File: config.mk
export PLATFORM = sky130hd
export DESIGN_NAME = link_kernel
export DESIGN_NICKNAME = d
export VERILOG_FILES = /design/src/verilog/link_pkg.sv /design/src/verilog/link_kernel.sv /design/src/verilog/token_return.sv /design/src/verilog/input_fifo.sv /design/src/verilog/credit_sender.sv
export SDC_FILE = /design/constraint.sdc
export NUM_CORES = 1
export LEC_CHECK = 0
export ABC_AREA = 1
export BUFFER_PORTS_ARGS = -buffer_cell sky130_fd_sc_hd__buf_2
export CAP_MARGIN = 0
export CORE_AREA = 10 10 256 258
export CTS_CLUSTER_SIZE = 24
export DETAILED_ROUTE_END_ITERATION = 8
export DIE_AREA = 0 0 266 268
export GPL_TIMING_DRIVEN = 0
export PLACE_DENSITY = 0.6
export SYNTH_ARGS = -nofsm -noshare
export SYNTH_HDL_FRONTEND = slang
export SYNTH_SLANG_ARGS = --single-unit
File: constraint.sdc
create_clock -name io_master_clk_i -period 4.65 [get_ports io_master_clk_i]
set_input_delay 0.465 -clock io_master_clk_i [delete_from_list [all_inputs] [get_ports io_master_clk_i]]
set_output_delay 0.465 -clock io_master_clk_i [all_outputs]
set_load 0.005 [all_outputs]
File: src/verilog/link_pkg.sv
/*
  link package
  shared types and default constants for the credit-based link channel:
  the link word, the credit and pointer vectors, the sender state
  machine encoding and the parameter defaults used by the top level
*/

package link_pkg;

  // --------------------
  // data path
  // --------------------

  // width of one word on the link and on both core ports
  localparam int channel_width_c = 16;

  // one link word
  typedef logic [channel_width_c-1:0] channel_data_t;

  // --------------------
  // counters
  // --------------------

  // sender credit count, holds up to 2^7 starting credits
  typedef logic [7:0] credit_t;

  // buffer read/write pointers and occupancy
  typedef logic [7:0] ptr_t;

  // --------------------
  // sender fsm
  // --------------------

  // wait_s holds the sender idle after reset, run_s moves words
  typedef enum logic {
    wait_s = 1'b0,
    run_s  = 1'b1
  } sender_state_t;

  // defaults handed down by the top level
  // buffer depth 32, also the starting credit count
  localparam int lg_fifo_depth_default_c = 5;
  // one token per 8 dequeued words
  localparam int lg_decimation_default_c = 3;
  // 16 idle cycles after reset
  localparam int lg_wait_after_reset_default_c = 4;

endpackage
File: src/verilog/link_kernel.sv
/*
  link kernel
  one credit-based link channel on io_master_clk_i. the sender launches
  core words on a registered link into the input buffer, the core
  drains the buffer, and the token unit returns credits to the sender
*/

`timescale 1ns/1ns

module link_kernel #(
  parameter int lg_fifo_depth_p       = link_pkg::lg_fifo_depth_default_c,
  parameter int lg_decimation_p       = link_pkg::lg_decimation_default_c,
  parameter int lg_wait_after_reset_p = link_pkg::lg_wait_after_reset_default_c
) (
  input  logic                    io_master_clk_i,
  input  logic                    reset_i,

  // core in
  input  logic                    core_valid_i,
  input  link_pkg::channel_data_t core_data_i,
  output logic                    core_ready_o,

  // core out
  output logic                    core_valid_o,
  output link_pkg::channel_data_t core_data_o,
  input  logic                    core_yumi_i
);

  // registered link between sender and buffer
  logic                    link_valid;
  link_pkg::channel_data_t link_data;
  // credit return pulse
  logic                    token;

  // --------------------
  // producer
  // --------------------

  credit_sender #(
    .lg_fifo_depth_p      (lg_fifo_depth_p),
    .lg_decimation_p      (lg_decimation_p),
    .lg_wait_after_reset_p(lg_wait_after_reset_p)
  ) sender (
    .io_master_clk_i(io_master_clk_i),
    .reset_i        (reset_i),
    .core_valid_i   (core_valid_i),
    .core_data_i    (core_data_i),
    .core_ready_o   (core_ready_o),
    .token_i        (token),
    .link_valid_o   (link_valid),
    .link_data_o    (link_data)
  );

  // --------------------
  // buffer
  // --------------------

  // depth matches the sender's starting credits
  input_fifo #(
    .lg_fifo_depth_p(lg_fifo_depth_p)
  ) fifo (
    .io_master_clk_i(io_master_clk_i),
    .reset_i        (reset_i),
    .link_valid_i   (link_valid),
    .link_data_i    (link_data),
    .core_valid_o   (core_valid_o),
    .core_data_o    (core_data_o),
    .core_yumi_i    (core_yumi_i)
  );

  // --------------------
  // consumer
  // --------------------

  token_return #(
    .lg_decimation_p(lg_decimation_p)
  ) tokens (
    .io_master_clk_i(io_master_clk_i),
    .reset_i        (reset_i),
    .core_yumi_i    (core_yumi_i),
    .token_o        (token)
  );

endmodule

File: src/verilog/token_return.sv
/*
  token return
  consumer-side credit return. counts words removed by the core and
  raises a registered one-cycle token for every 2^lg_decimation_p of
  them, each token standing for one decimated token clock edge
*/

`timescale 1ns/1ns

module token_return #(
  parameter int lg_decimation_p = link_pkg::lg_decimation_default_c
) (
  input  logic io_master_clk_i,
  input  logic reset_i,

  // one pulse per dequeued word
  input  logic core_yumi_i,

  // credit group returned to the sender
  output logic token_o
);

  logic [lg_decimation_p-1:0] deq_cnt_r;
  logic                       group_done;
  logic                       token_r;

  // --------------------
  // dequeue counter
  // --------------------

  // the dequeue that wraps the counter closes a group
  assign group_done = core_yumi_i & (&deq_cnt_r);

  always_ff @(posedge io_master_clk_i) begin
    if (reset_i) begin
      deq_cnt_r <= '0;
    end else if (core_yumi_i) begin
      deq_cnt_r <= deq_cnt_r + 1'b1;
    end
  end

  // --------------------
  // token pulse
  // --------------------

  // high for the one cycle after the closing dequeue
  always_ff @(posedge io_master_clk_i) begin
    if (reset_i) begin
      token_r <= 1'b0;
    end else begin
      token_r <= group_done;
    end
  end

  assign token_o = token_r;

endmodule

File: src/verilog/input_fifo.sv
/*
  input fifo
  circular buffer on the receive side of the link. every link valid
  pulse writes one word, the core sees the head word through valid/data
  and removes it with yumi. depth is 2^lg_fifo_depth_p, matching the
  sender's starting credits
*/

`timescale 1ns/1ns

module input_fifo #(
  parameter int lg_fifo_depth_p = link_pkg::lg_fifo_depth_default_c
) (
  input  logic                    io_master_clk_i,
  input  logic                    reset_i,

  // link in
  input  logic                    link_valid_i,
  input  link_pkg::channel_data_t link_data_i,

  // core side out
  output logic                    core_valid_o,
  output link_pkg::channel_data_t core_data_o,
  input  logic                    core_yumi_i
);

  localparam int depth_lp = 2 ** lg_fifo_depth_p;
  // last slot index, pointers wrap back to zero after it
  localparam link_pkg::ptr_t last_ptr_lp = link_pkg::ptr_t'(depth_lp - 1);

  link_pkg::channel_data_t mem_r [depth_lp];
  link_pkg::ptr_t          wr_ptr_r;
  link_pkg::ptr_t          rd_ptr_r;
  link_pkg::ptr_t          count_r;
  logic                    do_write;
  logic                    do_read;

  // advance a pointer by one slot with wrap
  function automatic link_pkg::ptr_t next_ptr(input link_pkg::ptr_t p);
    return (p == last_ptr_lp) ? link_pkg::ptr_t'(0) : link_pkg::ptr_t'(p + 1'b1);
  endfunction

  assign do_write = link_valid_i;
  // yumi only counts while a word is presented
  assign do_read  = core_yumi_i & core_valid_o;

  // --------------------
  // storage
  // --------------------

  always_ff @(posedge io_master_clk_i) begin
    if (do_write) begin
      mem_r[wr_ptr_r[lg_fifo_depth_p-1:0]] <= link_data_i;
    end
  end

  // --------------------
  // pointers, occupancy
  // --------------------

  always_ff @(posedge io_master_clk_i) begin
    if (reset_i) begin
      wr_ptr_r <= '0;
      rd_ptr_r <= '0;
      count_r  <= '0;
    end else begin
      if (do_write) begin
        wr_ptr_r <= next_ptr(wr_ptr_r);
      end
      if (do_read) begin
        rd_ptr_r <= next_ptr(rd_ptr_r);
      end
      // write and read together keep the occupancy
      case ({do_write, do_read})
        2'b10:   count_r <= count_r + 1'b1;
        2'b01:   count_r <= count_r - 1'b1;
        default: count_r <= count_r;
      endcase
    end
  end

  // head word is visible whenever the buffer holds anything
  assign core_valid_o = (count_r != '0);
  assign core_data_o  = mem_r[rd_ptr_r[lg_fifo_depth_p-1:0]];

endmodule

File: src/verilog/credit_sender.sv
/*
  credit sender
  producer side of the link channel. idles for a fixed number of cycles
  after reset, then accepts core words while credits remain, spending one
  credit per word. each accepted word is launched on a registered link
  together with a one-cycle valid. every token pulse from the consumer
  returns a group of credits
*/

`timescale 1ns/1ns

module credit_sender #(
  parameter int lg_fifo_depth_p       = link_pkg::lg_fifo_depth_default_c,
  parameter int lg_decimation_p       = link_pkg::lg_decimation_default_c,
  parameter int lg_wait_after_reset_p = link_pkg::lg_wait_after_reset_default_c
) (
  input  logic                    io_master_clk_i,
  input  logic                    reset_i,

  // core side in
  input  logic                    core_valid_i,
  input  link_pkg::channel_data_t core_data_i,
  output logic                    core_ready_o,

  // returned credits, one pulse per group of dequeues
  input  logic                    token_i,

  // registered link toward the input buffer
  output logic                    link_valid_o,
  output link_pkg::channel_data_t link_data_o
);

  // credits at start of run equal the buffer depth
  localparam link_pkg::credit_t start_credits_lp = link_pkg::credit_t'(2 ** lg_fifo_depth_p);
  // credits returned by one token
  localparam link_pkg::credit_t token_credits_lp = link_pkg::credit_t'(2 ** lg_decimation_p);

  link_pkg::sender_state_t state_r;
  link_pkg::sender_state_t state_n;
  link_pkg::credit_t       credit_r;
  link_pkg::credit_t       credit_n;
  logic [lg_wait_after_reset_p-1:0] wait_cnt_r;
  logic                    wait_done;
  logic                    accept;
  logic                    link_valid_r;
  link_pkg::channel_data_t link_data_r;

  // --------------------
  // wait after reset
  // --------------------

  // counter saturates its last value on the final wait cycle
  assign wait_done = &wait_cnt_r;

  always_ff @(posedge io_master_clk_i) begin
    if (reset_i) begin
      wait_cnt_r <= '0;
    end else if (state_r == link_pkg::wait_s) begin
      wait_cnt_r <= wait_cnt_r + 1'b1;
    end
  end

  // --------------------
  // fsm and credits
  // --------------------

  // ready only in run_s with at least one credit left
  assign core_ready_o = (state_r == link_pkg::run_s) && (credit_r != '0);
  assign accept       = core_valid_i & core_ready_o;

  always_comb begin
    state_n  = state_r;
    credit_n = credit_r;
    case (state_r)
      link_pkg::wait_s: begin
        // leave wait_s after exactly 2^lg_wait_after_reset_p cycles
        if (wait_done) begin
          state_n  = link_pkg::run_s;
          credit_n = start_credits_lp;
        end
      end
      link_pkg::run_s: begin
        // a send and a token on the same edge combine
        credit_n = credit_r
                 - (accept  ? link_pkg::credit_t'(1) : link_pkg::credit_t'(0))
                 + (token_i ? token_credits_lp       : link_pkg::credit_t'(0));
      end
      default: begin
        state_n = link_pkg::wait_s;
      end
    endcase
  end

  always_ff @(posedge io_master_clk_i) begin
    if (reset_i) begin
      state_r  <= link_pkg::wait_s;
      credit_r <= '0;
    end else begin
      state_r  <= state_n;
      credit_r <= credit_n;
    end
  end

  // --------------------
  // link register
  // --------------------

  // valid is a pulse, one high cycle per accepted word
  always_ff @(posedge io_master_clk_i) begin
    if (reset_i) begin
      link_valid_r <= 1'b0;
    end else begin
      link_valid_r <= accept;
    end
  end

  // data only moves on an accepted word
  always_ff @(posedge io_master_clk_i) begin
    if (accept) begin
      link_data_r <= core_data_i;
    end
  end

  assign link_valid_o = link_valid_r;
  assign link_data_o  = link_data_r;

endmodule

After elaboration in Yosys (flattened, before gate mapping)

Memory sizes are Yosys's and may differ from the RTL's. A register that Yosys moved wholly into a read port is not among the register bits.
Index checks and enable logic that the tools add are counted.

Memories: 1
ROM bits: 0
Logic and storage cells: 47
Bits in latches: 0
RAM bits: 512
Input bits: 20
Register bits after elaboration: 58
Output and inout port bits: 18

Eq/ne operators: 5
Bitwise logic cells: 4
Mux-type cells: 13
Add/sub/neg operators: 8
Multipliers: 0
Reductions and logical operators: 6
Divide/modulo/power cells: 0
Magnitude comparators: 0
Shift-type cells: 0

Memory list:

| memory     | words | bits a word | read ports | clocked after memory_dff | write ports | RTL line         | source |
|---|---|---|---|---|---|---|---|
| fifo.mem_r | 32    | 16          | 1          | 1                        | 1           | input_fifo.sv:31 | `link_pkg::channel_data_t mem_r [depth_lp];` |

Operator list:

| kind                | count |
|---|---|
| $pmux 8 s2          | 2 |
| $add 8x1->8 const B | 3 |
| $mux 8              | 3 |
| $eq 8x5->1 const B  | 2 |
| $reduce_bool 8->1   | 2 |
| $mux 5              | 2 |
| $add 8x8->8         | 1 |
| $sub 8x1->8 const B | 1 |
| $sub 8x8->8         | 1 |
| $mux 1              | 5 |
| $add 4x1->4 const B | 1 |
| $mux 4              | 1 |
| $reduce_and 4->1    | 1 |
| $add 3x1->3 const B | 1 |
| $and 1x1->1         | 3 |
| $reduce_and 3->1    | 1 |
| $eq 2x1->1 const B  | 1 |
| $eq 2x2->1 const B  | 1 |
| $ne 2x1->1 const B  | 1 |
| $reduce_bool 2->1   | 1 |
| $logic_and 1x1->1   | 1 |
| $not 1->1           | 1 |

Depth between registers and ports, before layout

Word-level depth: 7
Gate-level depth with buffers: 20
Depth with buffers taken out: 19

Modules after synthesis

From an unflattened synthesis, not the netlist that was laid out.

Cell total of the unflattened synthesis: 2,117
Area, all modules: 23,890.4 um^2

By module, submodules not included:

| module        | instances | area each (um^2) | sequential area each (um^2) | cells each |
|---|---|---|---|---|
| input_fifo    | 1         | 22,338.9         | 15,955.3                    | 1,951 |
| credit_sender | 1         | 1,382.6          | 760.7                       | 143 |
| token_return  | 1         | 168.9            | 80.1                        | 23 |

Worst setup path before layout

No wires, ideal clock.

Path kind: flip-flop to flip-flop
From: register sender.credit_r[4]
To: register sender.credit_r[5]
Clock period less this slack: 2.767 ns
Required time: 4.534 ns
Buffers on the path: 0
Data arrival time: 2.650 ns
Path slack: 1.883 ns
Cell stages (with the launch flop): 18
Library setup time: 0.116 ns
Cell sequence: dfxtp_1 -> inv_1 -> ha_1 -> nand3_1 -> nand2_1 -> nor2_1 -> ha_1 -> inv_1 -> ha_1 -> inv_1 -> fa_1 -> inv_1 -> nand3_1 -> nand2_1 -> a21oi_1 -> o21ai_0 -> o211ai_1 -> inv_1

Longest elaborated chain between the ends: 7

RTL lines:

| item                   | RTL line             | source |
|---|---|---|
| from (decl)            | credit_sender.sv:40  | `link_pkg::credit_t credit_r;` |
| from (signal assigned) | credit_sender.sv:100 | `credit_r <= credit_n;` |
| $reduce_bool 8->1      | credit_sender.sv:68  | `assign core_ready_o = (state_r == link_pkg::run_s) && (credit_r != '0);` |
| $logic_and 1x1->1      | credit_sender.sv:68  |  |
| $and 1x1->1            | credit_sender.sv:69  | `assign accept = core_valid_i & core_ready_o;` |
| net sender.accept      | credit_sender.sv:44  | `logic accept;` |
| $mux 1                 | credit_sender.sv:85  | `- (accept ? link_pkg::credit_t'(1) : link_pkg::credit_t'(0))` |
| $sub 8x8->8            | credit_sender.sv:85  |  |
| $add 8x8->8            | credit_sender.sv:86  | `+ (token_i ? token_credits_lp : link_pkg::credit_t'(0));` |
| $pmux 8 s2             | credit_sender.sv:74  | `case (state_r)` |

The timed path passes the listed nets, and every way through them passes these cells.
A chain may end at the register's enable or synchronous reset.

==> results by group <==
Final layout
  • Highest-count cells in the layout ignoring fill and taps: nand2_1, edfxtp_1, nand3_1
  • Fraction of final layout cells sized beyond drive strength 1: 11.8%
  • Final standard cell area without fillers: around 28000 µm²
  • Number of inserted filler cells in the final layout: between 5000 and 6000
  • Area grow syn2layout: 16.0%
  • N_diodes: 0
  • Total number of nets in the final design: between 2000 and 2500
  • Most frequent standard cell in the layout excluding fill and tap cells: nand2_1
  • Post-layout util: 46.0%

STA
  • Final setup vio count: 0
  • F_max: about 0.28 GHz
  • Setup total negative slack: 0 ns
  • Relative slew slack: under 10%
  • Period utilisation layout: 77.8%
  • RSZ-0062 raised after global routing: no
  • Actual slew at the worst max-slew pin: around 1.4 ns
  • Clk_skew: between 0.015 and 0.02 ns
  • Hold Vio Cnt, Final: 0
  • Hold WS: around 0.038 ns
  • Count of pins over their slew limit: 0
  • Clock period minus final worst setup slack: 3.62 ns

Drt
  • Number of detailed-route iterations in the first pass: 6
  • Detail-routed via count per cell: between 5 and 6
  • Antenna Nets Post-Route: 0
  • Total vias in the final route: roughly 16000
  • DRC violations left: 0
  • DR WL/cell: 21.6 µm
  • Iteration-0 DRC count of the detailed router: 1774
  • Routed wire length: between 60 and 70 mm

Floorplanning
  • Core Rows: 90
  • Initial Util: 39.6%
  • Die width: 266 µm
  • Floorplan die area: between 70000 and 80000 µm²
  • Number of primary I/O pins: 38
  • Core ar.: 60100 µm²
  • Die extent in y: about 270 µm

Logic synthesis
  • Combined area of all synthesized cells: between 20000 and 25000 µm²
  • Post-synthesis cell count: approximately 2100
  • Post-synthesis net count: around 2100
  • Sequential area share after synthesis: a little over two thirds
  • Count of unique library cells instantiated by Yosys: 33
  • Flop and latch count out of synthesis: around 580
  • Area share of the leading cell type in the synthesized netlist: ~67%
  • Synthesized area per cell: approximately 11 µm²
  • Ranking of synthesized cells by area: edfxtp_1, nand2_1, nand3_1
  • Synthesis Warnings: 0
  • Post-synthesis cell type with the largest combined area: edfxtp_1

Hold path
  • Number of stages on the worst hold path: 1
  • End point of the most critical hold path: sender.link_data_o[10]
  • Hold path startpoint: core_data_i[10]
  • Worst hold path type: in2reg

Worst setup path
  • Arrival time reported for the critical path endpoint: ~3.2 ns
  • Critical Path Source Type: flip-flop
  • CP required: ~4.2 ns
  • Reg2Reg Setup Slack: between 1.5 and 2 ns
  • Ordered cell list for the critical path: buf_4 > buf_4 > clkbuf_1 > nand3_1 > nand3_1 > a21oi_1 > nor2_1 > a21oi_1 > buf_2
  • Depth of the worst register-to-register path: 19
  • Stage delay of the slowest cell on the critical path: about 0.54 ns
  • Path type of the worst setup path: reg2out
  • Critical Path Slowest Stage Cell: clkbuf_1
  • Endpoint of the lowest-slack register-to-register path: sender.credit_r[7]
  • Setup crit end kind: output pin
  • Reg2Reg Launch Point: sender.credit_r[4]
  • Buf/Inv on CP: 4
  • Kind of cell adding the most delay to the critical path: buffers and inverters
  • Worst-path maximum fanout: 10

Global routing
  • Gr ovfl total: 0
  • Overall Global Routing Usage: around 18%
  • Largest net degree at the start of global routing: 33
  • Wire length of the first global-routing pass: 97.6 mm
  • Antenna violations before repair: 0
  • Via count of the first global-routing pass: between 15000 and 20000

Clocking
  • Clock Pin Slew Worst Setup and Hold Paths: ~0.060 ns
  • Root cell of the clock tree: clkbuf_16
  • Clock insertion delay at the later pin of the skew report: between 0.6 and 0.7 ns
  • Number of clock buffers inserted by TritonCTS: 56
  • TritonCTS clock tree: yes
  • Maximum root-to-sink buffer count: 3
  • H-tree levels: 2
  • TritonCTS sink count: between 500 and 600
  • Post-CTS Repair Setup Buffers: 0

Placement
  • Gp weighted congestion: about 0.9
  • Total cell area at the placement stage: roughly 25000 µm²
  • Post-DP HPWL: about 45 mm
  • Number of buffers inserted by port buffering: 37

Pwr
  • Pwr Total: 11.9 mW
  • Power density of the placed cells: between 400 and 500 nW/µm²
  • Maximum VDD drop: 0.262 mV
  • Total leakage power: approximately 10 nW

Status
  • Outcome: finished clean

Flow run
  • Max-capacitance violation count: 0
-- per-stage QoR --
step           setup WS, ns  cells
2_1_floorplan          1.88   2094
3_3_place_gp          0.838   2913
3_5_place_dp           1.60   2938
4_1_cts                1.05   3051
5_1_grt                1.02   3060
6_report               1.03   3060
-- cells by family (layout without fill, tap and decap cells) --
family,after synthesis,after routing,share of synthesized area [%]
flip-flops,575,575,70.5
buffers and inverters,186,370,4.38
XOR/XNOR,7,7,0.257
AO/OA/AOI/OAI,162,162,3.68
AND/OR/NAND/NOR,1141,1141,20.0
adder cells (fa/ha/maj),23,23,1.24
-- worst register-to-register path: stages (launching register included) --
cell and delay [ns]:
dfxtp_1 0.37, inv_1 0.08, ha_1 0.19, nand3_1 0.07
nand2_1 0.13, nor2_1 0.49, buf_4 0.31, ha_1 0.17
inv_1 0.04, ha_1 0.21, inv_1 0.08, fa_1 0.17
inv_1 0.06, nand3_1 0.07, nand2_1 0.08, nand3_1 0.10
nand2_1 0.06, nand2_1 0.05, nand3_1 0.06, a21oi_1 0.15
-- per-layer routing --
metal  global-route usage (%)  routed length [µm]  vias to the layer above
li1                         -                   -                     7583
met1                     24.8               28300                     7916
met2                     29.1               30600                      661
met3                     2.39                4830                      103
met4                     7.67                2450                        0
met5                        0                   0                        -
-- sequential cells by signal, indices dropped and copies added (netlist names), named ones only --
signal,count
fifo.mem_r,512
fifo.wr_ptr_r,8
fifo.count_r,8
sender.link_data_o,16
sender.link_valid_o,1
sender.wait_cnt_r,4
tokens.deq_cnt_r,3
sender.state_r,1
tokens.token_o,1
fifo.rd_ptr_r,8
sender.credit_r,8
-- worst max-delay path by stage --
stage,to,slack [ns],cells past startpoint
2_1_floorplan,sender.credit_r[5],1.88,17
3_3_place_gp,fifo.mem_r[7][9],0.84,3
3_5_place_dp,sender.credit_r[7],1.60,19
4_1_cts,core_data_o[2],1.05,9
5_1_grt,core_data_o[2],1.02,9
6_report,core_data_o[2],1.03,9
-- cell usage after synthesis (all sizes together) --
cell type / count
nand3b: 1
dfxtp: 47
nor3: 13
nand3: 349
or2: 1
nor3b: 2
o22ai: 2
a2111oi: 1
buf: 87
nand4: 3
xor2: 5
clkinv: 2
o21ai: 33
o211ai: 2
a31oi: 1
o31ai: 16
fa: 1
a21oi: 105
inv: 73
nor4: 1
nor2: 119
clkbuf: 24
edfxtp: 528
xnor2: 2
o21bai: 1
o41ai: 1
nand2: 652
ha: 22
-- cell type report --
cell class	instances	area [µm²]	area share, %
timing repair buffer	79	905	3.27
buffer	111	762	2.76
clock inverter	24	228	0.824
inverter	75	282	1.02
multi-input combinational	1333	6080	22.0
tap	782	978	3.54
clock buffer	81	1620	5.85
sequential	575	16800	60.8
-- power breakdown --
group,switching [mW],internal (mW)
clock network,1.93,2.64
logic,1.16,0.560
registers,0.0283,5.59
total,3.12,8.78
-- timing repair --
action                    4_1_cts  5_1_grt
resized for setup               0        0
hold buffers                    8        0
hold endpoints to repair        8        0
Power figures use the tool's default switching activity.
